## src/verilog/ooo_cfg_pkg.sv

```systemverilog
package ooo_cfg_pkg;

    localparam int XLEN           = 32; // Data word width
    localparam int REG_W          = 5;  // Architectural register number width
    localparam int DEF_ROB_DEPTH  = 16; // Default ROB entries, power of two
    localparam int DEF_MUL_STAGES = 3;  // Default multiplier latency

    typedef enum logic [3:0] {
        ADD = 4'd0,
        SUB = 4'd1,
        AND = 4'd2,
        OR  = 4'd3,
        XOR = 4'd4,
        SLT = 4'd5, // Signed compare
        MUL = 4'd6, // Low word of product
        DIV = 4'd7, // Unsigned quotient
        BEQ = 4'd8,
        BNE = 4'd9
    } op_e;

    // Execution unit selected by the router
    typedef enum logic [1:0] {
        UNIT_ALU = 2'd0,
        UNIT_MUL = 2'd1,
        UNIT_DIV = 2'd2
    } unit_e;

endpackage

```

## src/verilog/ooo_types_pkg.sv

```systemverilog
package ooo_types_pkg;

    // Index bits plus one epoch bit on top
    localparam int TAG_W = $clog2(ooo_cfg_pkg::DEF_ROB_DEPTH) + 1;

    typedef logic [TAG_W-1:0] rob_tag_t;

    typedef struct packed {
        ooo_cfg_pkg::op_e              op;
        logic [ooo_cfg_pkg::REG_W-1:0] rd;        // Destination register
        logic                          reg_write; // Writes rd at commit
        logic [ooo_cfg_pkg::XLEN-1:0]  a;         // Operand values already read
        logic [ooo_cfg_pkg::XLEN-1:0]  b;
        logic [ooo_cfg_pkg::XLEN-1:0]  pc;
        logic [ooo_cfg_pkg::XLEN-1:0]  imm;       // Branch offset
    } dispatch_t;

    typedef struct packed {
        rob_tag_t                     tag;
        ooo_cfg_pkg::op_e             op;
        logic [ooo_cfg_pkg::XLEN-1:0] a;
        logic [ooo_cfg_pkg::XLEN-1:0] b;
        logic [ooo_cfg_pkg::XLEN-1:0] pc;
        logic [ooo_cfg_pkg::XLEN-1:0] imm;
    } issue_t;

    typedef struct packed {
        rob_tag_t                     tag;
        logic [ooo_cfg_pkg::XLEN-1:0] value;
        logic                         taken;  // Branch resolved taken
        logic [ooo_cfg_pkg::XLEN-1:0] target; // Branch destination
    } result_t;

    typedef struct packed {
        logic [ooo_cfg_pkg::REG_W-1:0] rd;
        logic [ooo_cfg_pkg::XLEN-1:0]  value;
        logic                          reg_write;
        logic [ooo_cfg_pkg::XLEN-1:0]  pc;
        logic                          flush; // Taken branch retired
    } commit_t;

endpackage

```

## src/verilog/muldiv_unit.sv

```systemverilog
`timescale 1ns/1ps

module muldiv_unit #(
    parameter int MUL_STAGES = ooo_cfg_pkg::DEF_MUL_STAGES
) (
    input  logic                   clk,
    input  logic                   rst,
    input  logic                   mul_issue_valid,
    input  logic                   div_issue_valid,  // Ignored while busy
    input  ooo_types_pkg::issue_t  issue,
    output logic                   mul_res_valid,
    output ooo_types_pkg::result_t mul_res,
    output logic                   div_res_valid,
    output ooo_types_pkg::result_t div_res,
    output logic                   div_busy
);

    localparam int XLEN = ooo_cfg_pkg::XLEN;

    logic [MUL_STAGES-1:0]   mul_vld;               // Valid per stage
    ooo_types_pkg::rob_tag_t mul_tag  [MUL_STAGES];
    logic [XLEN-1:0]         mul_prod [MUL_STAGES]; // Low product word

    ooo_types_pkg::rob_tag_t div_tag;
    logic [XLEN-1:0]         quo;     // Dividend shifts out, quotient shifts in
    logic [XLEN-1:0]         rem;
    logic [XLEN-1:0]         divisor;
    logic [5:0]              step;
    logic [XLEN:0]           rem_sh;
    logic [XLEN:0]           diff;
    logic                    div_start;

    assign div_start = div_issue_valid && !div_busy;
    assign rem_sh    = {rem, quo[XLEN-1]};        // Bring down next dividend bit
    assign diff      = rem_sh - {1'b0, divisor};  // Sign bit set means restore

    always_ff @(posedge clk or posedge rst) begin
        if (rst) begin
            mul_vld       <= '0;
            div_busy      <= 1'b0;
            div_res_valid <= 1'b0;
            step          <= '0;
        end else begin
            mul_vld       <= {mul_vld[MUL_STAGES-2:0], mul_issue_valid};
            div_res_valid <= 1'b0;
            if (div_start) begin
                div_busy <= 1'b1;
                step     <= '0;
            end else if (div_busy) begin
                step <= step + 1'b1;
                if (step == XLEN - 1) begin // Last iteration
                    div_busy      <= 1'b0;
                    div_res_valid <= 1'b1;
                end
            end
        end
    end

    always_ff @(posedge clk) begin
        mul_tag[0]  <= issue.tag;
        mul_prod[0] <= issue.a * issue.b; // Truncates to low word
        for (int s = 1; s < MUL_STAGES; s++) begin
            mul_tag[s]  <= mul_tag[s-1];
            mul_prod[s] <= mul_prod[s-1];
        end
        if (div_start) begin
            div_tag <= issue.tag;
            quo     <= issue.a;
            rem     <= '0;
            divisor <= issue.b;
        end else if (div_busy) begin
            if (diff[XLEN]) begin
                rem <= rem_sh[XLEN-1:0];
                quo <= {quo[XLEN-2:0], 1'b0};
            end else begin
                rem <= diff[XLEN-1:0];
                quo <= {quo[XLEN-2:0], 1'b1}; // Zero divisor always lands here
            end
        end
    end

    assign mul_res_valid  = mul_vld[MUL_STAGES-1];
    assign mul_res.tag    = mul_tag[MUL_STAGES-1];
    assign mul_res.value  = mul_prod[MUL_STAGES-1];
    assign mul_res.taken  = 1'b0;
    assign mul_res.target = '0;

    assign div_res.tag    = div_tag;
    assign div_res.value  = quo;
    assign div_res.taken  = 1'b0;
    assign div_res.target = '0;

endmodule

```

## config.mk

```make
export PLATFORM = sky130hd
export DESIGN_NAME = muldiv_unit
export DESIGN_NICKNAME = d
export VERILOG_FILES = /design/src/verilog/ooo_cfg_pkg.sv /design/src/verilog/ooo_types_pkg.sv /design/src/verilog/muldiv_unit.sv
export SDC_FILE = /design/constraint.sdc
export NUM_CORES = 1
export LEC_CHECK = 0
export BUFFER_PORTS_ARGS = -buffer_cell sky130_fd_sc_hd__buf_2
export CAP_MARGIN = 40
export CORE_ASPECT_RATIO = 0.6
export CORE_MARGIN = 2
export CORE_UTILIZATION = 39
export CTS_CLUSTER_DIAMETER = 120
export CTS_CLUSTER_SIZE = 20
export DETAILED_ROUTE_END_ITERATION = 6
export SLEW_MARGIN = 40
export SYNTH_ARGS = -nofsm -noshare
export SYNTH_HDL_FRONTEND = slang
export SYNTH_SLANG_ARGS = --single-unit
```

## constraint.sdc

```tcl
create_clock -name clk -period 4.25 [get_ports clk]
set_input_delay 0.425 -clock clk [delete_from_list [all_inputs] [get_ports clk]]
set_output_delay 0.425 -clock clk [all_outputs]
set_load 0.02 [all_outputs]
```

Yosys cells after proc, flatten, opt, wreduce, memory -nomap -nowiden
Memory sizes are Yosys's and may differ from the RTL's.
Index checks and enable logic that the tools add are counted.
- bits in registers: 112
- bits in latches: 0
- memory bits (writable): 111
- bits in read-only memories: 0
- memories kept: 2
- $add $sub $neg: 2
- multiply operators: 1
- divide/modulo/power cells: 0
- order comparisons: 0
- equality and inequality tests: 1
- shift operators: 0
- muxes and demuxes: 12
- bitwise logic cells: 0
- reduce and logical (&&, ||, !) cells: 3
- memories (memory ; words ; width ; rd ports ; clocked after memory_dff ; write ports ; RTL line ; RTL):
    mul_prod ; 3 ; 32 ; 3 ; 0 ; 3 ; muldiv_unit.sv:22 ; logic [XLEN-1:0] mul_prod [MUL_STAGES];
    mul_tag ; 3 ; 5 ; 3 ; 0 ; 3 ; muldiv_unit.sv:21 ; ooo_types_pkg::rob_tag_t mul_tag [MUL_STAGES];
- operator list (cell ; number):
    two-way mux 32 bit ; 3
    subtractor 33 x 32 -> 33 bit ; 1
    multiplier 32 x 32 -> 32 bit ; 1
    two-way mux 6 bit ; 2
    two-way mux 1 bit ; 7
    adder 6 x 1 -> 6 bit, second input constant ; 1
    equality test 6 x 5 -> 1 bit, second input constant ; 1
    nonzero test 2 bit ; 1
    logical AND 1 bit ; 1
    logical NOT 1 bit ; 1

Depth between registers and ports, before layout
- depth in word-level cells: 4
- mapped depth: 28
- depth with buffers taken out: 26

Worst setup path after synthesis
Ideal clock, no wire load.
- path kind: input to register
- from: in issue[109] (netlist name)
- to: mem mul_prod[0][31]
- setup time: 121 ps
- data arrival time: 7135 ps
- required time: 4129 ps
- slack: -3006 ps
- cell stages on the path: 25
- cells stage by stage: clkbuf_1 -> clkbuf_1 -> and2_1 -> fa_1 -> fa_1 -> fa_1 -> inv_1 -> fa_1 -> inv_1 -> fa_1 -> inv_1 -> fa_1 -> inv_1 -> fa_1 -> fa_1 -> ha_1 -> nand4_1 -> or2_2 -> o211ai_1 -> a41oi_2 -> a211o_1 -> o2111ai_1 -> a31o_2 -> a21oi_1 -> xnor2_1
- RTL lines (what ; RTL line ; RTL):
    start, declared ; muldiv_unit.sv:10 ; input ooo_types_pkg::issue_t issue,
    end, declared ; muldiv_unit.sv:22 ;

==> results.sh <==
export IMPL_status="complete, but fails checks"
export IMPL_violations="setup timing"
export IMPL_core_area_um2=62500
export IMPL_fp_dieArea_um2=65200
export IMPL_drc=0
export IMPL_relSlewSlack_pct=46.5
export IMPL_final_cell_mix="inv_1, fa_1, and2_1"
export IMPL_dp_cells=3524
export IMPL_overflow=0
export IMPL_fp_dieH_um=199
export IMPL_post_drt_wl_per_cell_um=19.6
export IMPL_die_x_um=328
export IMPL_whs_ps=188
export IMPL_clock_skew_ps=44.0
export IMPL_io_buffers=149
export IMPL_worstMarginPinSlew_ps=802
export IMPL_syn_cell_area_um2=24600
export IMPL_busiest_layer="met1"
export IMPL_routed_wl_um=70100
export IMPL_fin_crit_ps=6760
export IMPL_grt_first_pass_wirelength_um=109000
export IMPL_gr_usage_met2_pct=31.0
export IMPL_rsz0062_at_grt="yes"
export IMPL_crit_fanout=10
export IMPL_timing_setup_critical_path_class="in -> reg"
export IMPL_hold_path_class="in -> reg"
export IMPL_final_cells=3582
export IMPL_clock_latency_ps=550
export IMPL_min_period_over_period_pct=159
export IMPL_synth_edf_count=69
export IMPL_std_cell_rows=71
export IMPL_num_vias=17400
export IMPL_fillerInstances=5946
export IMPL_antenna_found_initial=8
export IMPL_clock_sinks=223
export IMPL_synth_distinct_cells=69
export IMPL_start_kind="primary input"
export IMPL_grt_pass1_vias=18400
export IMPL_grtUsageMet1_pct=33.5
export IMPL_maxSlewViolCount=0
export IMPL_synth_main_ff_cell="dfxtp_1"
export IMPL_dp_slack_ps=-3320
export IMPL_dp_hpwl_um=58200
export IMPL_final_common_cell="inv_1"
export IMPL_ys_warn_count=0
export IMPL_cp_required_ps=4670
export IMPL_async_flop_share_pct=4.93
export IMPL_crit_path_end_kind="flop"
export IMPL_ys_seq_elements=223
export IMPL_final_setup_viol_count=25
export IMPL_maxCapViolCount=0
export IMPL_synth_area_per_cell_um2=10.0
export IMPL_h_tree_depth=1
export IMPL_cts_buffer_depth=3
export IMPL_fin_ws_ps=-2510
export IMPL_grt_max_degree=35
export IMPL_synthCells=2458
export IMPL_firstDrtPassIters=7
export IMPL_ys_seq_area_share_pct=21.2
export IMPL_fmax_mhz=148
export IMPL_drive_gt1_share_pct=20.6
export IMPL_ioPinCount=284
export IMPL_area_growth_pct=16.4
export IMPL_gr_usage_all_layers_pct=22.0
export IMPL_fin_nets=3437
export IMPL_hold_violations=0
export IMPL_clk_pin_slew_ps=100
export IMPL_arrival_ps=7180
export IMPL_ant_nets=0
export IMPL_cts_tree="done"
export IMPL_gp_congestion=0.961
export IMPL_met3_usage_pct=5.64
export IMPL_start_util_pct=39.4
export IMPL_via_per_inst=4.86
export IMPL_root_buffer="clkbuf_16"
export IMPL_drt_iter0_drc=1174
export IMPL_cts_buffers=15
==> sequential cells by signal, indices dropped and copies added, names as in the netlist <==
name and cells:
rem 32, divisor 32, mul_prod 96, mul_tag 15, quo 32, div_tag 5
div_res_valid 1, step 6, div_busy 1, mul_vld 3
==> path summary, 6_finish.rpt <==
path	startpoint	to	slack, ps	depth (start not counted)
worst max-delay path	issue[66]	mul_prod[0][31]	-2510	25
worst min-delay path	issue[87]	divisor[23]	190	2
worst max register to register	quo[31]	rem[7]	390	14
worst min register to register	mul_prod[0][56]	mul_prod[0][88]	310	0
max in group asynchronous	rst	step[1]	3490	3
min in group asynchronous	rst	step[2]	420	3
==> synth_stat cells, types with 7 or more instances <==
| cell type | number | area (µm²) |
|---|---|---|
| inv_1 | 423 | 1590 |
| fa_1 | 409 | 8190 |
| and2_1 | 337 | 2110 |
| nand2_1 | 240 | 901 |
| ha_1 | 156 | 1950 |
| dfxtp_1 | 143 | 2860 |
| buf_4 | 103 | 773 |
| clkbuf_1 | 97 | 364 |
| xnor2_1 | 88 | 771 |
| edfxtp_1 | 69 | 2070 |
| a21oi_1 | 50 | 250 |
| mux2_2 | 40 | 450 |
| nor2_1 | 33 | 124 |
| o21ai_0 | 28 | 140 |
| xor2_1 | 24 | 210 |
| a21o_1 | 17 | 128 |
| mux2i_1 | 17 | 170 |
| a22o_1 | 15 | 131 |
| nand3_1 | 13 | 65.1 |
| nor3_1 | 13 | 65.1 |
| o21ai_1 | 12 | 60.1 |
| dfrtp_1 | 11 | 275 |
| nand2b_1 | 11 | 68.8 |
| o21a_1 | 10 | 75.1 |
| o21bai_1 | 7 | 52.6 |
==> layer usage <==
layer	vias up	part of all wire (%)
met5	-	0.016
met2	590	41
li1	7895	-
met1	8852	49
met3	58	8.8
met4	2	1.9
==> per-stage QoR <==
step	utilization [%]	TNS (ps)	instance area, µm²
2_1_floorplan	-	-43000	25000
3_3_place_gp	43.6	-57750	27300
3_5_place_dp	43.6	-59580	27300
4_1_cts	45.1	-38740	28200
5_1_grt	45.8	-44080	28700
6_report	45.8	-40770	28700
==> kinds of logic (layout without fill, tap and decap cells) <==
logic type      count (synthesis)  count (layout)  share of synthesized area (%)
compound gates                193             193                           5.39
mux                            60              60                           2.66
xor+xnor                      113             113                           4.09
flops                         223             223                           21.2
buf+inv                       629             845                           11.2
fa+ha+maj                     565             565                           41.2
simple gates                  674             674                           14.3
other cells                     1              70                         0.0152
==> layout make-up <==
class	count	area [µm²]	area share [%]
inverter	423	1590	5.54
multi-input combinational	1671	17500	60.9
timing repair buffer	397	2910	10.1
tap	839	1050	3.66
clock buffer	22	402	1.40
clock inverter	3	33.8	0.118
sequential	223	5210	18.2
antenna	4	10.0	0.0349
==> timing repair <==
item,4_1_cts,5_1_grt
endpoints found under the hold margin,17,0
setup endpoints to repair,24,25
gates cloned,0,1
pin swaps,53,55
resized for setup,85,78
hold buffers,7,0
buffers inserted,14,13
==> critical path: stages <==
cell	delay, ps
buf_8	130
and2_4	140
fa_1	550
inv_2	40
fa_1	500
fa_1	440
fa_1	510
inv_1	50
fa_1	470
inv_1	50
fa_1	490
inv_2	40
fa_1	520
fa_1	460
ha_4	300
buf_6	90
nand4_1	130
or2_4	290
o211ai_1	310
a41oi_2	210
a211o_1	400
o2111ai_2	240
a31o_2	200
a21oi_2	50
xnor2_1	120
Power is left out: the tool's default activity adds up to more than one toggle a clock period on the data nets, which glitch-free logic cannot reach.
