## src/verilog/ooo_cfg_pkg.sv

```systemverilog
package ooo_cfg_pkg;

    localparam int XLEN           = 32; // Data word width
    localparam int REG_W          = 5;  // Architectural register number width
    localparam int DEF_ROB_DEPTH  = 16; // Default ROB entries, power of two
    localparam int DEF_MUL_STAGES = 3;  // Default multiplier latency

    typedef enum logic [3:0] {
        ADD = 4'd0,
        SUB = 4'd1,
        AND = 4'd2,
        OR  = 4'd3,
        XOR = 4'd4,
        SLT = 4'd5, // Signed compare
        MUL = 4'd6, // Low word of product
        DIV = 4'd7, // Unsigned quotient
        BEQ = 4'd8,
        BNE = 4'd9
    } op_e;

    // Execution unit selected by the router
    typedef enum logic [1:0] {
        UNIT_ALU = 2'd0,
        UNIT_MUL = 2'd1,
        UNIT_DIV = 2'd2
    } unit_e;

endpackage

```

## src/verilog/ooo_types_pkg.sv

```systemverilog
package ooo_types_pkg;

    // Index bits plus one epoch bit on top
    localparam int TAG_W = $clog2(ooo_cfg_pkg::DEF_ROB_DEPTH) + 1;

    typedef logic [TAG_W-1:0] rob_tag_t;

    typedef struct packed {
        ooo_cfg_pkg::op_e              op;
        logic [ooo_cfg_pkg::REG_W-1:0] rd;        // Destination register
        logic                          reg_write; // Writes rd at commit
        logic [ooo_cfg_pkg::XLEN-1:0]  a;         // Operand values already read
        logic [ooo_cfg_pkg::XLEN-1:0]  b;
        logic [ooo_cfg_pkg::XLEN-1:0]  pc;
        logic [ooo_cfg_pkg::XLEN-1:0]  imm;       // Branch offset
    } dispatch_t;

    typedef struct packed {
        rob_tag_t                     tag;
        ooo_cfg_pkg::op_e             op;
        logic [ooo_cfg_pkg::XLEN-1:0] a;
        logic [ooo_cfg_pkg::XLEN-1:0] b;
        logic [ooo_cfg_pkg::XLEN-1:0] pc;
        logic [ooo_cfg_pkg::XLEN-1:0] imm;
    } issue_t;

    typedef struct packed {
        rob_tag_t                     tag;
        logic [ooo_cfg_pkg::XLEN-1:0] value;
        logic                         taken;  // Branch resolved taken
        logic [ooo_cfg_pkg::XLEN-1:0] target; // Branch destination
    } result_t;

    typedef struct packed {
        logic [ooo_cfg_pkg::REG_W-1:0] rd;
        logic [ooo_cfg_pkg::XLEN-1:0]  value;
        logic                          reg_write;
        logic [ooo_cfg_pkg::XLEN-1:0]  pc;
        logic                          flush; // Taken branch retired
    } commit_t;

endpackage

```

## src/verilog/rob.sv

```systemverilog
`timescale 1ns/1ps

module rob #(
    parameter int ROB_DEPTH = ooo_cfg_pkg::DEF_ROB_DEPTH // Power of two
) (
    input  logic                         clk,
    input  logic                         rst,
    input  logic                         dispatch_valid,
    input  ooo_types_pkg::dispatch_t     dispatch,
    input  logic                         cdb_valid,
    input  ooo_types_pkg::result_t       cdb_result,
    output logic                         alloc_valid,    // Same cycle as dispatch
    output ooo_types_pkg::rob_tag_t      alloc_tag,
    output logic                         rob_full,
    output logic                         commit_valid,
    output ooo_types_pkg::commit_t       commit,
    output logic                         redirect_valid,
    output logic [ooo_cfg_pkg::XLEN-1:0] redirect_pc
);

    localparam int IDX_W = $clog2(ROB_DEPTH);

    typedef struct packed {
        logic                          reg_write;
        logic [ooo_cfg_pkg::REG_W-1:0] rd;
        logic [ooo_cfg_pkg::XLEN-1:0]  pc;
        logic [ooo_cfg_pkg::XLEN-1:0]  value;
        logic                          taken;
        logic [ooo_cfg_pkg::XLEN-1:0]  target;
        logic                          epoch; // Epoch at allocation
    } entry_t;

    entry_t               entries [ROB_DEPTH]; // Payload only
    logic [ROB_DEPTH-1:0] valid;               // Allocated
    logic [ROB_DEPTH-1:0] ready;               // Result written back
    logic [IDX_W-1:0]     head;                // Oldest entry
    logic [IDX_W-1:0]     tail;                // Next free slot
    logic [IDX_W:0]       count;
    logic                 epoch;               // Current epoch, flips on flush
    logic                 retire;
    logic                 flush;
    logic                 wb_ok;
    logic [IDX_W-1:0]     wb_idx;
    entry_t               head_e;

    assign rob_full    = (count == ROB_DEPTH);
    assign alloc_valid = dispatch_valid && !rob_full; // Strobe while full is dropped

    always_comb begin
        alloc_tag               = '0;
        alloc_tag[IDX_W-1:0]    = tail;
        alloc_tag[IDX_W]        = epoch;
    end

    // Direct index match, stale epoch or free slot drops the result
    assign wb_idx = cdb_result.tag[IDX_W-1:0];
    assign wb_ok  = cdb_valid && valid[wb_idx] &&
                    (entries[wb_idx].epoch == cdb_result.tag[IDX_W]);

    assign head_e = entries[head];
    assign retire = valid[head] && ready[head];
    assign flush  = retire && head_e.taken; // Branches predicted not-taken

    always_ff @(posedge clk or posedge rst) begin
        if (rst) begin
            valid          <= '0;
            ready          <= '0;
            head           <= '0;
            tail           <= '0;
            count          <= '0;
            epoch          <= 1'b0;
            commit_valid   <= 1'b0;
            redirect_valid <= 1'b0;
        end else begin
            commit_valid   <= retire;
            redirect_valid <= flush;
            if (wb_ok) begin
                ready[wb_idx] <= 1'b1;
            end
            if (alloc_valid) begin
                valid[tail] <= 1'b1;
                ready[tail] <= 1'b0;
                tail        <= tail + 1'b1; // Wraps at power-of-two depth
            end
            if (retire) begin
                valid[head] <= 1'b0;
                ready[head] <= 1'b0;
                head        <= head + 1'b1;
            end
            count <= count + alloc_valid - retire;
            if (flush) begin
                valid <= '0;           // Discard every younger entry
                ready <= '0;
                tail  <= head + 1'b1;  // Roll back to just past the branch
                count <= '0;
                epoch <= ~epoch;       // In-flight results become stale
            end
        end
    end

    always_ff @(posedge clk) begin
        if (alloc_valid) begin
            entries[tail].reg_write <= dispatch.reg_write;
            entries[tail].rd        <= dispatch.rd;
            entries[tail].pc        <= dispatch.pc;
            entries[tail].epoch     <= epoch;
        end
        if (wb_ok) begin
            entries[wb_idx].value  <= cdb_result.value;
            entries[wb_idx].taken  <= cdb_result.taken;
            entries[wb_idx].target <= cdb_result.target;
        end
        if (retire) begin
            commit.rd        <= head_e.rd;
            commit.value     <= head_e.value;
            commit.reg_write <= head_e.reg_write && !head_e.taken; // Taken branch writes nothing
            commit.pc        <= head_e.pc;
            commit.flush     <= flush;
            redirect_pc      <= head_e.target;
        end
    end

endmodule
```

## config.mk

```make
export PLATFORM = sky130hd
export DESIGN_NAME = rob
export DESIGN_NICKNAME = d
export VERILOG_FILES = /design/src/verilog/ooo_cfg_pkg.sv /design/src/verilog/ooo_types_pkg.sv /design/src/verilog/rob.sv
export SDC_FILE = /design/constraint.sdc
export NUM_CORES = 2
export LEC_CHECK = 0
export BUFFER_PORTS_ARGS = -buffer_cell sky130_fd_sc_hd__buf_4
export CORE_ASPECT_RATIO = 2
export CORE_MARGIN = 4
export CORE_UTILIZATION = 36
export CTS_BUF_LIST = sky130_fd_sc_hd__clkbuf_4 sky130_fd_sc_hd__clkbuf_8
export CTS_CLUSTER_DIAMETER = 50
export DETAILED_ROUTE_END_ITERATION = 12
export PLACE_DENSITY = 0.63
export SLEW_MARGIN = 0
export SYNTH_ARGS = -nofsm -noshare
export SYNTH_HDL_FRONTEND = slang
export SYNTH_SLANG_ARGS = --single-unit
```

## constraint.sdc

```tcl
create_clock -name clk -period 6.22 [get_ports clk]
set_clock_uncertainty 0.2 [all_clocks]
set_input_delay 0.933 -clock clk [delete_from_list [all_inputs] [get_ports clk]]
set_output_delay 0.933 -clock clk [all_outputs]
set_load 0.05 [all_outputs]
```

# [After elaboration in Yosys (flattened, before gate mapping)]
# Memories as Yosys holds them, arrays and structs flattened.
# Cells that the tools add are included.
[op_classes] add_sub_neg=4 multipliers=0 n_div=0 order_cmp=6 n_eq_ne=2 shifts=0 muxes=26 n_bitwise=8 n_reduce_logical=12
[ops] operator="16-bit 2-to-1 mux" n=7
[ops] operator="16-bit bitwise AND" n=3
[ops] operator="16-bit inverter" n=2
[ops] operator="16-bit bitwise OR" n=2
[ops] operator="4-bit by 5-bit less-than comparator with 1-bit output, second input constant" n=3
[ops] operator="1-bit binary-select mux with 4-bit select" n=3
[ops] operator="1-bit demux with 4-bit select" n=3
[ops] operator="4-bit by 1-bit greater-or-equal comparator with 1-bit output, second input constant" n=3
[ops] operator="1-bit 2-to-1 mux" n=10
[ops] operator="1-bit logical AND" n=9
[ops] operator="4-bit by 1-bit adder with 4-bit output, second input constant" n=2
[ops] operator="4-bit 2-to-1 mux" n=2
[ops] operator="5-bit by 1-bit adder with 5-bit output" n=1
[ops] operator="5-bit == test, second input constant" n=1
[ops] operator="5-bit 2-to-1 mux" n=1
[ops] operator="5-bit by 1-bit subtractor with 5-bit output" n=1
[ops] operator="1-bit zero test" n=2
[ops] operator="2-bit nonzero test" n=1
[ops] operator="1-bit == test" n=1
[ops] operator="1-bit inverter" n=1
[word_totals] reg_bits=151 latch_bits=0 ram_bits=1664 romBits=0 inputBits=212 output_inout_bits=112 word_cells=73 memories=1
[memory_table] memory="entries" words=16 word_bits=104 read_ports=2 rd_clocked_by_memory_dff=0 wr=2 line="rob.sv:33" rtl="entry_t entries [ROB_DEPTH];"

# [Longest topological paths before layout]
[logic_depth] depth_word=11 depth_mapped=18 depth_no_buf=15

# [Least setup slack after synthesis]
# OpenSTA, ideal clock, no wires.
[synth_path] path_type="input to register" from="input port cdb_result[65] in the netlist's numbering" to="register ready[0]" t_arrival_ns=7.143 required_time_ns=5.934 setup_slack_ns=-1.209 cell_stages=6 cell_sequence="buf_2 > mux4_2 > xnor2_1 > nand4b_1 > nor3_1 > o221a_1"
[synth_via] elab_chain_len=11
[synth_lines] element="from (decl)" line="rob.sv:11" rtl="input ooo_types_pkg::result_t cdb_result,"
[synth_lines] element="4-bit by 5-bit less-than comparator with 1-bit output (not written as such) / 4-bit by 1-bit greater-or-equal comparator with 1-bit output (equally long branches)" line="rob.sv:78" rtl="ready[wb_idx] <= 1'b1;"
[synth_lines] element="1-bit logical AND (not written as such)" line="rob.sv:78"
[synth_lines] element="1-bit 2-to-1 mux (not written as such)" line="rob.sv:78"
[synth_lines] element="1-bit demux with 4-bit select" line="rob.sv:78"
[synth_lines] element="16-bit bitwise OR (no line)"
[synth_lines] element="16-bit 2-to-1 mux (*)" line="rob.sv:77" rtl="if (wb_ok) begin"
[synth_lines] element="16-bit bitwise AND (no line)"
[synth_lines] element="16-bit 2-to-1 mux (*)" line="rob.sv:80" rtl="if (alloc_valid) begin"
[synth_lines] element="16-bit bitwise AND (no line)"
[synth_lines] element="16-bit 2-to-1 mux (*)" line="rob.sv:85" rtl="if (retire) begin"
[synth_lines] element="16-bit 2-to-1 mux (*)" line="rob.sv:91" rtl="if (flush) begin"
[synth_lines] element="to (signal, indexed assignment)" line="rob.sv:82" rtl="ready[tail] <= 1'b0;"
[synth_lines] element="to (signal, indexed assignment)" line="rob.sv:87" rtl="ready[head] <= 1'b0;"
[synth_lines] element="to (signal assigned)" line="rob.sv:93" rtl="ready <= '0;"
[synth_lines] element="to (decl)" line="rob.sv:35" rtl="logic [ROB_DEPTH-1:0] ready;"
# Mark *: on every way between the ends. The rest lies on a longest branch, timed or not. The select of a mux whose other input is x is not followed.
# A chain may end at the register's enable or synchronous reset.

==> impl_metrics.yaml <==
finish:
  final_layout_size_suffix_gt1_share_pct: 38.7
  final_cell_mix: "1767 x edfxtp_1, 527 x mux4_2, 275 x clkbuf_8"
  mostFrequentLayoutCell: "edfxtp_1"
  syn_to_final_growth_pct: 15.0
  fin_nets: 3334
die:
  rows: 225
  pin_count: 324
  fp.coreArea_mm2: 0.188
  die_h_um: 624
  die-area_mm2: 0.197
  start_util_pct: 36.3
  die_width_um: 316
cts:
  clock_path_buffers: 4
  clock-root-buffer: "clkbuf_8"
  cts_tree: "yes"
  clk_pin_slew_ns: 0.07
  cts_max_level: 5
  clk_latency_ns: 0.87
  clkSinkCount: 1815
  cts_buffers: 268
drt:
  vias: 30207
  avgRoutedWirePerCell_um: 27.7
  drt_wl_total_um: 161000
  drtIter0Drc: 2593
  ant_nets: 0
  drc: 0
  first_pass_iters: 5
  vias_per_cell: 5.21
worst_setup_path:
  path_delay_family: "buffers and inverters"
  rr_worst_depth: 5
  slowest_stage: "buf_4"
  worstPathRequired_ns: 6.62
  crit_path_max_fanout: 143
  worstPathArrival_ns: 4.69
  rrSetupSlack_ns: 1.92
  path_cells: "buf_4 > buf_4 > buf_12 > mux4_2 > mux4_2"
  r2r_start: "head[1]$_DFFE_PP0N_"
  start_kind: "flip-flop"
  criticalPathCategory: "reg2reg"
  cp_slowest_stage_delay_ns: 0.77
  critPathCaptureType: "flip-flop"
  path_buf_inv: 3
  timing.rr.end: "commit[63]$_DFFE_PN_"
synthesis:
  ys.flop_type: "edfxtp_1"
  async_flop_share_pct: 2.64
  synth.yosys.warnings: 0
  seq_area_frac_synth_pct: 79.5
  synthCells: 2673
  syn_area_per_cell_um2: 25.5
  syn-num-nets: 2900
  syn_area_mm2: 0.0682
  synth_cell_types: 40
  ys_ff_latch: 1815
  synth-edff-count: 1767
timing:
  fmaxAchievable_mhz: 233
  worst_slew_pin_slew_ns: 1.13
  holdWs_ns: 0.137
  slew_headroom_pct: 24.1
  setup-violations-final: 0
  finalCriticalPeriod_ns: 4.30
  slew_violations: 0
  final.period_utilization_pct: 69.1
  fin_setup_tns_ns: 0
  finalHoldViolations: 0
  rsz0062_at_grt: "false"
worst_hold_path:
  holdPathStages: 1
  min_from: "cdb_result[47]"
  min_path_type: "in2reg"
  hold_end: "entries[1][48]$_DFFE_PP_"
run_status:
  status: "finished, final reports clean"
global_route:
  grt_max_degree: 144
  grt_remaining_overflow: 0
  antenna_found_initial: 19
  grt_pass1_wl_um: 233000
  grt_pass1_vias: 33012
  grt_usage_pct: 16.3
pwr:
  p_leak_uw: 0.0243
  ir_drop_mv: 0.362
  power.density_mw_per_mm2: 391
job:
  drv_cap: 0
place:
  dp_hpwl_um: 86500
  port-buffer-count: 223
  routabilityCongestion: 0.744
[final cells by class]
type | instances | area [um2]
clock inverter | 115 | 689
fill | 16331 | 110000
clock buffer | 341 | 4280
sequential | 1815 | 54300
multi-input combinational | 694 | 13300
tap | 2497 | 3120
timing repair buffer | 297 | 2590
inverter | 31 | 121
antenna | 6 | 15.0
[registers in the layout, indices dropped and copies added, names as in the netlist]
signal and flops:
redirect_pc 32, redirect_valid 1, ready 16, entries 1664, count 5, commit 71, epoch 1, head 4
valid 16, tail 4, commit_valid 1
[cells by family after synthesis]
| family | count (synthesis) | synth area share [%] |
|---|---|---|
| flops | 1815 | 79.5 |
| mux | 536 | 17.6 |
| buf+inv | 164 | 1.10 |
| simple gates | 67 | 0.514 |
| compound gates | 60 | 0.726 |
| xor+xnor | 16 | 0.205 |
| fa+ha+maj | 15 | 0.286 |
[Yosys cell counts (4+ instances only)]
cell type	instances	area [um2]
a21oi_1	18	90.1
buf_6	6	67.6
xnor2_1	12	105
nand2_1	6	22.5
buf_4	7	52.6
dfrtp_1	48	1200
mux4_1	4	105
mux4_2	527	11900
a22oi_1	4	30.0
clkbuf_1	58	218
xor2_1	4	35.0
buf_1	13	48.8
ha_1	14	175
nand4_1	6	37.5
o22a_2	15	150
buf_2	48	240
edfxtp_1	1767	53100
nand3_1	16	80.1
nor2_1	16	60.1
o221a_1	16	180
nor3_1	4	20.0
nor2b_1	7	43.8
inv_1	31	116
[how the worst max path moves through the flow]
stage / start / endpoint / slack [ns] / cells after the start
floorplan: cdb_result[65] / ready[1]$_DFF_PP0_ / 0.66 / 6
global placement: cdb_result[65] / entries[8][62]$_DFFE_PP_ / 1.57 / 6
detailed placement: cdb_result[65] / entries[8][62]$_DFFE_PP_ / 1.54 / 6
CTS: count[2]$_DFF_PP0_ / alloc_valid / 1.87 / 6
global route: head[2]$_DFFE_PP0N_ / commit[9]$_DFFE_PN_ / 1.74 / 7
finish: head[1]$_DFFE_PP0N_ / commit[63]$_DFFE_PN_ / 1.92 / 5
[metrics by stage]
stage | power, uW | std cells | instance area, um2 | worst slack [ns] | utilization [%]
after floorplan | 19900 | 2673 | 68200 | 0.661 | -
after global placement | 21900 | 5333 | 73500 | 1.57 | 39.1
after detailed placement | 22000 | 5333 | 73500 | 1.54 | 39.1
after CTS | 31200 | 5790 | 78400 | 1.87 | 41.7
after global routing | 32100 | 5792 | 78400 | 1.74 | 41.7
final | 30700 | 5796 | 78400 | 1.92 | 41.7
[power breakdown]
| group | switching [uW] | leakage [uW] | internal (uW) |
|---|---|---|---|
| Combinational | 3560 | 0.00522 | 3170 |
| Clock | 4450 | 0.00257 | 4730 |
| Sequential | 401 | 0.0165 | 14400 |
| Total | 8420 | 0.0243 | 22300 |
[layer usage]
metal	GRT usage (%)	wire, um	vias up
met4	4.48	3990	8
met2	30.1	89000	910
met1	19.5	59400	16463
met5	0	51	-
li1	-	-	12516
met3	2.95	8200	310
[repair_timing]
action | in CTS | in global routing
hold endpoints to repair | 5 | 0
hold buffers | 1 | 0
endpoints found under the setup margin | 0 | 0
buffers inserted | 0 | 0
resized for setup | 0 | 0
(Power assumes the default switching activity.)
