$ cat src/verilog/ooo_cfg_pkg.sv
package ooo_cfg_pkg;

    localparam int XLEN           = 32; // Data word width
    localparam int REG_W          = 5;  // Architectural register number width
    localparam int DEF_ROB_DEPTH  = 16; // Default ROB entries, power of two
    localparam int DEF_MUL_STAGES = 3;  // Default multiplier latency

    typedef enum logic [3:0] {
        ADD = 4'd0,
        SUB = 4'd1,
        AND = 4'd2,
        OR  = 4'd3,
        XOR = 4'd4,
        SLT = 4'd5, // Signed compare
        MUL = 4'd6, // Low word of product
        DIV = 4'd7, // Unsigned quotient
        BEQ = 4'd8,
        BNE = 4'd9
    } op_e;

    // Execution unit selected by the router
    typedef enum logic [1:0] {
        UNIT_ALU = 2'd0,
        UNIT_MUL = 2'd1,
        UNIT_DIV = 2'd2
    } unit_e;

endpackage

$ cat src/verilog/ooo_types_pkg.sv
package ooo_types_pkg;

    // Index bits plus one epoch bit on top
    localparam int TAG_W = $clog2(ooo_cfg_pkg::DEF_ROB_DEPTH) + 1;

    typedef logic [TAG_W-1:0] rob_tag_t;

    typedef struct packed {
        ooo_cfg_pkg::op_e              op;
        logic [ooo_cfg_pkg::REG_W-1:0] rd;        // Destination register
        logic                          reg_write; // Writes rd at commit
        logic [ooo_cfg_pkg::XLEN-1:0]  a;         // Operand values already read
        logic [ooo_cfg_pkg::XLEN-1:0]  b;
        logic [ooo_cfg_pkg::XLEN-1:0]  pc;
        logic [ooo_cfg_pkg::XLEN-1:0]  imm;       // Branch offset
    } dispatch_t;

    typedef struct packed {
        rob_tag_t                     tag;
        ooo_cfg_pkg::op_e             op;
        logic [ooo_cfg_pkg::XLEN-1:0] a;
        logic [ooo_cfg_pkg::XLEN-1:0] b;
        logic [ooo_cfg_pkg::XLEN-1:0] pc;
        logic [ooo_cfg_pkg::XLEN-1:0] imm;
    } issue_t;

    typedef struct packed {
        rob_tag_t                     tag;
        logic [ooo_cfg_pkg::XLEN-1:0] value;
        logic                         taken;  // Branch resolved taken
        logic [ooo_cfg_pkg::XLEN-1:0] target; // Branch destination
    } result_t;

    typedef struct packed {
        logic [ooo_cfg_pkg::REG_W-1:0] rd;
        logic [ooo_cfg_pkg::XLEN-1:0]  value;
        logic                          reg_write;
        logic [ooo_cfg_pkg::XLEN-1:0]  pc;
        logic                          flush; // Taken branch retired
    } commit_t;

endpackage

$ cat src/verilog/alu_unit.sv
`timescale 1ns/1ps

module alu_unit (
    input  logic                   clk,
    input  logic                   rst,
    input  logic                   issue_valid,
    input  ooo_types_pkg::issue_t  issue,
    output logic                   res_valid,   // One cycle after issue
    output ooo_types_pkg::result_t res
);

    logic [ooo_cfg_pkg::XLEN-1:0] value;
    logic                         taken;

    always_comb begin
        value = '0;    // Branches return zero
        taken = 1'b0;
        case (issue.op)
            ooo_cfg_pkg::ADD: value = issue.a + issue.b;
            ooo_cfg_pkg::SUB: value = issue.a - issue.b;
            ooo_cfg_pkg::AND: value = issue.a & issue.b;
            ooo_cfg_pkg::OR:  value = issue.a | issue.b;
            ooo_cfg_pkg::XOR: value = issue.a ^ issue.b;
            ooo_cfg_pkg::SLT: value = {{(ooo_cfg_pkg::XLEN-1){1'b0}},
                                       $signed(issue.a) < $signed(issue.b)};
            ooo_cfg_pkg::BEQ: taken = (issue.a == issue.b);
            ooo_cfg_pkg::BNE: taken = (issue.a != issue.b);
            default:          value = '0;
        endcase
    end

    always_ff @(posedge clk or posedge rst) begin
        if (rst) res_valid <= 1'b0;
        else     res_valid <= issue_valid;
    end

    always_ff @(posedge clk) begin
        if (issue_valid) begin
            res.tag    <= issue.tag;
            res.value  <= value;
            res.taken  <= taken;
            res.target <= issue.pc + issue.imm; // Only meaningful when taken
        end
    end

endmodule

$ cat config.mk
export PLATFORM = sky130hd
export DESIGN_NAME = alu_unit
export DESIGN_NICKNAME = d
export VERILOG_FILES = /design/src/verilog/ooo_cfg_pkg.sv /design/src/verilog/ooo_types_pkg.sv /design/src/verilog/alu_unit.sv
export SDC_FILE = /design/constraint.sdc
export NUM_CORES = 1
export LEC_CHECK = 0
export BUFFER_PORTS_ARGS = -buffer_cell sky130_fd_sc_hd__buf_2
export CAP_MARGIN = 20
export CORE_MARGIN = 2
export CORE_UTILIZATION = 49
export DETAILED_ROUTE_END_ITERATION = 12
export PLACE_DENSITY = 0.74
export SYNTH_ARGS = -nofsm -noshare
export SYNTH_HDL_FRONTEND = slang
export SYNTH_SLANG_ARGS = --single-unit
$ cat constraint.sdc
create_clock -name clk -period 0.8 [get_ports clk]
set_input_delay 0.12 -clock clk [delete_from_list [all_inputs] [get_ports clk]]
set_output_delay 0.12 -clock clk [all_outputs]
set_load 0.01 [all_outputs]
# == Word level (Yosys, flattened, before mapping) ==
# Cells that the tools add are included.
# word_totals
reg_bits,71
output_inout_bits,71
input_bits,140
# classes
n_eq_ne,9
bitwise,3
n_addsub,3
order_cmp,1
n_mux,2
reduce_logical,1
# ops
cell,n
case mux 32 bit (6 select lines),1
adder 32 bit,2
AND 32 bit,1
== test 32 bit,1
less-than comparator 32 bit,1
!= test 32 bit,1
bitwise OR 32 bit,1
subtractor 32 bit,1
XOR 32 bit,1
"== test 4 x 2 -> 1 bit, second input constant",2
"== test 4 x 3 -> 1 bit, second input constant",2
"== test 4 bit, second input constant",2
"== test 4 x 1 -> 1 bit, second input constant",1
logical NOT 4 bit,1
case mux 1 bit (2 select lines),1

# == Logic depth before layout (Yosys ltp) ==
# Gate-level depths: netlist of run 1.
# logic_depth
word_depth,2
depth_mapped,12
ltp_nobuf,12

# == Worst setup path before layout of run 1 ==
# No wires, ideal clock.
# synth_timing
path_kind,input-to-reg
startpoint,input issue[82] (netlist bit)
endpoint,register res[64] (netlist bit) (data pin)
setup_time_ns,0.254
arrival_time_ns,2.230
setup_slack_ns,-1.684
path_buffers,1
cell_stages,12
path_cell_list,inv_1 -> ha_1 -> buf_2 -> or3_1 -> a211o_1 -> a31oi_1 -> o21ai_1 -> o2111ai_1 -> nand3_1 -> mux2i_1 -> o221ai_1 -> a21o_1
# synth_between
elab_chain_cells,2
word_cells_on_any_way,3
# synth_lines
element,line,source
start: declaration,alu_unit.sv:7,"input ooo_types_pkg::issue_t issue,"
subtractor 32 bit or adder 32 bit (tied branches),"alu_unit.sv:20, alu_unit.sv:19",
case mux 32 bit (6 select lines) *,alu_unit.sv:18,case (issue.op)
"named net value, one bit",alu_unit.sv:12,logic [ooo_cfg_pkg::XLEN-1:0] value;
end: declaration,alu_unit.sv:9,output ooo_types_pkg::result_t res
# The timed path passes the listed nets; every way through them passes the cells marked *.
# A chain may end at the register's enable or synchronous reset.

# == Worst setup path in the final report of run 1 ==
# layout_timing
startpoint,input issue[96] (netlist bit)
endpoint,register res[63] (netlist bit) (data pin)
# The elaborated chain is that of the path after synthesis.

==> results of run 1 <==
flip-flops by register name (all words and copies together) (netlist names):
register	count
res_valid	1
res	70
cells in the final DEF, fill, tap and decap left out, types with 15 or more instances in the layout:
| master | count |
|---|---|
| edfxtp_1 | 70 |
| ha_1 | 85 |
| inv_1 | 68 |
| buf_2 | 182 |
| nand2_1 | 46 |
| nor2_1 | 78 |
| ha_4 | 43 |
| o21ai_0 | 22 |
| o211ai_1 | 17 |
| inv_2 | 20 |
| a21oi_2 | 48 |
| buf_4 | 349 |
| nand3_1 | 15 |
| xnor2_1 | 34 |
| buf_6 | 47 |
| o21ai_1 | 29 |
| a21o_1 | 38 |
| a21oi_1 | 54 |
| nor3_1 | 21 |
critical path, stage by stage:
cell and delay (ns):
buf_12 0.11, inv_12 0.05, ha_4 0.14, fa_2 0.25, o21bai_4 0.07, a211oi_2 0.24
o2111ai_2 0.19, a31oi_4 0.27, o21bai_2 0.10, a221o_1 0.34, buf_4 0.16, o21ai_2 0.16
nand4_1 0.14, a21oi_1 0.17
synth_stat cells, types with 12 or more instances:
cell type	instances	area share
edfxtp_1	70	0.24
clkbuf_1	31	0.013
a221oi_1	17	0.017
nor3_1	28	0.016
a21oi_1	104	0.060
nand2_1	54	0.023
inv_1	103	0.045
o211ai_1	17	0.015
nand3_1	19	0.011
a21o_1	38	0.033
ha_1	134	0.19
o21ai_0	63	0.037
a31oi_1	12	0.0087
xnor2_1	41	0.042
buf_2	14	0.0081
o21bai_1	16	0.014
nor2b_1	13	0.0094
nor2_1	86	0.037
how the worst max path moves through the flow:
stage,from,to,slack [ns],cells past startpoint
4_1_cts,issue[96],res[61],-1.44,13
5_1_grt,issue[96],res[63],-1.60,14
3_5_place_dp,issue[96],res[59],-2.09,14
6_report,issue[96],res[63],-1.49,14
3_3_place_gp,issue[96],res[59],-2.03,14
2_1_floorplan,issue[96],res[61],-1.60,12
where the power goes:
part | switching, mW | internal [mW] | leakage [nW] | total, mW
combinational | 5.12 | 5.05 | 6.14 | 10.2
sequential | 0.137 | 4.69 | 0.690 | 4.83
clock | 1.98 | 2.44 | 0.139 | 4.42
total | 7.23 | 12.2 | 6.97 | 19.4
final cells by class:
class | count | area (um2) | area share
Multi-Input combinational cell | 819 | 7470 | 0.498
Timing Repair Buffer | 599 | 4380 | 0.292
Sequential cell | 71 | 2130 | 0.142
Inverter | 104 | 459 | 0.0306
Tap cell | 225 | 282 | 0.0187
Clock buffer | 10 | 229 | 0.0152
Clock inverter | 6 | 67.6 | 0.00450
cells by family (layout without fill, tap and decap cells):
logic type,Yosys count,after routing,synth area share
muxes,6,6,0.00695
and+or+nand+nor,264,264,0.147
AOI/OAI and AO/OA,361,361,0.278
buffers and inverters,153,719,0.0689
xor gates and xnor gates,51,51,0.0517
adders and majority gates,137,137,0.201
DFF,71,71,0.246
per-layer routing:
layer	up-vias	share of wire	track usage
li1	4931	-	-
met1	5213	0.38	0.419
met2	613	0.49	0.655
met3	163	0.085	0.0541
met4	0	0.048	0.143
met5	-	0	0
per-stage QoR:
| stage | hold WS (ns) | utilization | std cells | setup TNS (ns) |
|---|---|---|---|---|
| floorplan | -0.151 | - | 1043 | -66.75 |
| global placement | -0.0487 | 0.755 | 1773 | -92.45 |
| detailed placement | -0.0453 | 0.755 | 1773 | -95.03 |
| CTS | 0.0392 | 0.831 | 1818 | -75.25 |
| global route | 0.0465 | 0.871 | 1834 | -87.09 |
| finish | 0.0429 | 0.871 | 1834 | -81.61 |
what timing repair did:
item,CTS,global route
hold buffers,6,0
setup buffers,38,24
resized for setup,188,131
endpoints found under the hold margin,6,0
gates cloned,0,0
pin swaps,102,112
setup endpoints to repair,134,135
==> results.cfg, run 1 <==
[floorplanning]
dieArea_um2 = 18700
dieWidth_um = 137
core_um2 = 17200
row_count = 48
io-pin-count = 211
die_h_um = 137
start_util = 0.501

[detailed_routing]
dr.pass1.iters = 5
ant_nets = 0
num_vias = 10900
wl_um = 37700
drt-initial-drc-count = 856
remaining_drc_errors = 0
wl_per_cell_um = 20.5
via_per_inst = 5.95

[global_routing]
grt_pass1_vias = 10800
grt_pass1_wl_um = 52900
antenna_found_initial = 0
grt.total_usage = 0.359
grt_overflow = 0
grt_start_max_net_pins = 36

[worst_hold_path]
hold_class = primary input to register
hold_depth = 2
min_from = issue[0]
worst_hold_path.endpoint = res[0]

[run_status]
outcome = complete, but fails checks
violations = negative setup slack

[timing]
relSlewSlack = 0.606
period_minus_slack_ns = 2.29
rsz0062_at_grt = true
max_freq_mhz = 437
finalMaxSlewViolations = 0
final.setup.worst_slack_ns = -1.49
setup_viol = 134
timing.final.crit_share = 2.86
finalHoldViolCount = 0
worst_pin_slew_ns = 0.585

[synth]
synthArstFlopShare = 0.0141
synth_edf_count = 70
synth_flop_cell = edfxtp_1
syn_area_um2 = 8640
ys_seq_elements = 71
synth.distinct_cells = 77
avgSynthCellArea_um2 = 8.28
synth_fp_nets = 1320
yosysWarnings = 0
ys_seq_area_frac = 0.246
syn_inst = 1043

[layout]
fillers = 883
drive_above_1_share = 0.544
area_growth_pct = 73.8
antenna_cells = 0
fin_nets = 1881
fin_area_um2 = 15000

[placed_design]
finalWeightedCongestion = 0.970
port_buffers = 210
preCtsSetupSlack_ns = -2.09
dpl_cell_area_um2 = 13000
hpwl_um = 24700

[clocking]
cts-buffers-inserted = 9
cts-root-buf = clkbuf_16
clkSinkCount = 71
clockBufferDepth = 2
h-tree-depth = 3
cts.clk_slew.worst_paths_ns = 0.07
cts_tree = done

[power_and_ir_drop]
power_leakage_nw = 6.97
power.density_nw_per_um2 = 1290
finalPower_mw = 19.4
vdd_drop_max_mv = 1.28

[worst_setup_path]
start_kind = primary input
critPathRequiredTime_ns = 1.01
crit_arrival_ns = 2.50
endpoint_kind = register
critPathKind = primary input to register
cp_max_fo = 3

[job]
cap_violations = 0
Note: power is estimated with default switching activity, not from simulation.
==> run 2: changes to the inputs <==
- CAP_MARGIN: 20 -> default
- CORE_MARGIN: 2 -> default
- CORE_UTILIZATION: 49 -> 30
- PLACE_DENSITY: 0.74 -> default
==> results.cfg, run 2 (synthesis gave the netlist of run 1 again) <==
[run_status]
outcome = complete, but fails checks
violations = negative setup slack

[global_routing]
grt_pass1_vias = 9924
grt.total_usage = 0.221
grt_pass1_wl_um = 50700
grt_overflow = 0
grt_start_max_net_pins = 34
antenna_found_initial = 1

[placed_design]
dp_cells = 1922
hpwl_um = 25900
port_buffers = 210
finalWeightedCongestion = 0.920
dpl_cell_area_um2 = 13200

[power_and_ir_drop]
power.density_nw_per_um2 = 1230
vdd_drop_max_mv = 0.897
power_leakage_nw = 7.02

[detailed_routing]
via_per_inst = 5.08
drt-initial-drc-count = 614
ant_nets = 0
remaining_drc_errors = 0
dr.pass1.iters = 5
num_vias = 10100
wl_um = 33600
wl_per_cell_um = 16.8

[clocking]
h-tree-depth = 3
cts_tree = done
cts.clk_slew.worst_paths_ns = 0.07
cts-root-buf = clkbuf_16
cts-buffers-inserted = 9
clockBufferDepth = 2
clkSinkCount = 71

[timing]
finalHoldViolCount = 0
timing.final.crit_share = 2.95
period_minus_slack_ns = 2.36
relSlewSlack = 0.635
final.setup.worst_slack_ns = -1.56
max_freq_mhz = 423
worst_pin_slew_ns = 0.541
setup_viol = 134
rsz0062_at_grt = true
finalMaxSlewViolations = 0

[layout]
final_common_cell = buf_4
largest_register = res
drive_above_1_share = 0.537
fin_nets = 1886
stdcell_count = 1992
fin_area_um2 = 15400
largestRegisters = res x70, res_valid x1
final_util = 0.547
layout_common_cells = buf_4 (347), buf_2 (166), ha_1 (86)
antenna_cells = 0
largest_reg_flops = 70
area_growth_pct = 77.7

[worst_setup_path]
start_kind = primary input
critPathKind = primary input to register
critPathRequiredTime_ns = 0.89
endpoint_kind = register
cp_max_fo = 4
crit_arrival_ns = 2.46

[job]
cap_violations = 0

[floorplanning]
start_util = 0.308
io-pin-count = 211
die_h_um = 172
dieArea_um2 = 29500
dieWidth_um = 172
core_um2 = 28100
row_count = 61

[worst_hold_path]
hold_depth = 2
hold_class = primary input to register
==> run 2: changes by cell type in the layout (fill, tap and decap cells not counted), moves of 4 or more <==
cell / change
buf_2: -16
xnor2_1: +4
a21oi_1: +7
inv_6: -4
a21oi_2: -10
buf_6: +23
o21ai_1: +5
o21ai_2: -5
xnor2_2: -4
nor2_2: +4
==> run 2: final cells by class <==
| cell class | instances | area [um2] |
|---|---|---|
| fillers | 2565 | 12700 |
| multi-input cells | 819 | 7470 |
| repair buffers | 604 | 4540 |
| flip-flops and latches | 71 | 2130 |
| well taps | 378 | 473 |
| inverters | 104 | 449 |
| clock buffers | 10 | 229 |
| clock inverters | 6 | 70.1 |
==> run 2: layer usage <==
layer / vias to the layer above / track usage / share of wire
met2: 358 / 0.380 / 0.47
li1: 4936 / - / -
met1: 4769 / 0.280 / 0.44
met4: 2 / 0.0862 / 0.029
met3: 59 / 0.0283 / 0.053
met5: - / 0 / 0.00030
==> run 2: stage by stage <==
step | hold WS (ns) | total power, mW | setup TNS [ns] | setup slack, ns
finish | 0.0508 | 18.9 | -80.12 | -1.56
global route | 0.0413 | 19.9 | -87.20 | -1.67
CTS | 0.0428 | 18.4 | -77.74 | -1.53
global placement | -0.0469 | 12.8 | -96.81 | -2.17
detailed placement | -0.0415 | 12.9 | -98.71 | -2.18
floorplan | -0.151 | 9.23 | -66.75 | -1.60
==> run 2: repair_timing <==
action / in CTS / in global routing
endpoints found under the setup margin: 134 / 134
buffers inserted: 31 / 26
hold buffers: 6 / 0
gates resized for setup: 234 / 94
endpoints found under the hold margin: 6 / 0
pin swaps: 123 / 79
==> run 2: worst paths after layout <==
kind / slack, ns / from / endpoint
worst max-delay path: -1.56 / issue[97] / res[61]
max in group asynchronous: 0.57 / rst / res_valid
min in group asynchronous: 0.15 / rst / res_valid
worst min-delay path: 0.05 / issue[0] / res[0]
==> run 2: report_power, final <==
group	total, mW	internal (mW)	switching, mW
combinational	9.74	4.99	4.75
sequential	4.82	4.69	0.131
clock	4.35	2.44	1.91
==> run 2: critical path, stage by stage <==
cell and delay, ns:
buf_8 0.10, clkinvlp_4 0.10, buf_6 0.10, fa_2 0.23
o21bai_4 0.09, a211oi_4 0.31, o2111ai_4 0.19, a31oi_4 0.29
o21bai_2 0.10, a221o_1 0.37, a211oi_2 0.22, xnor2_1 0.14
o21ai_1 0.07
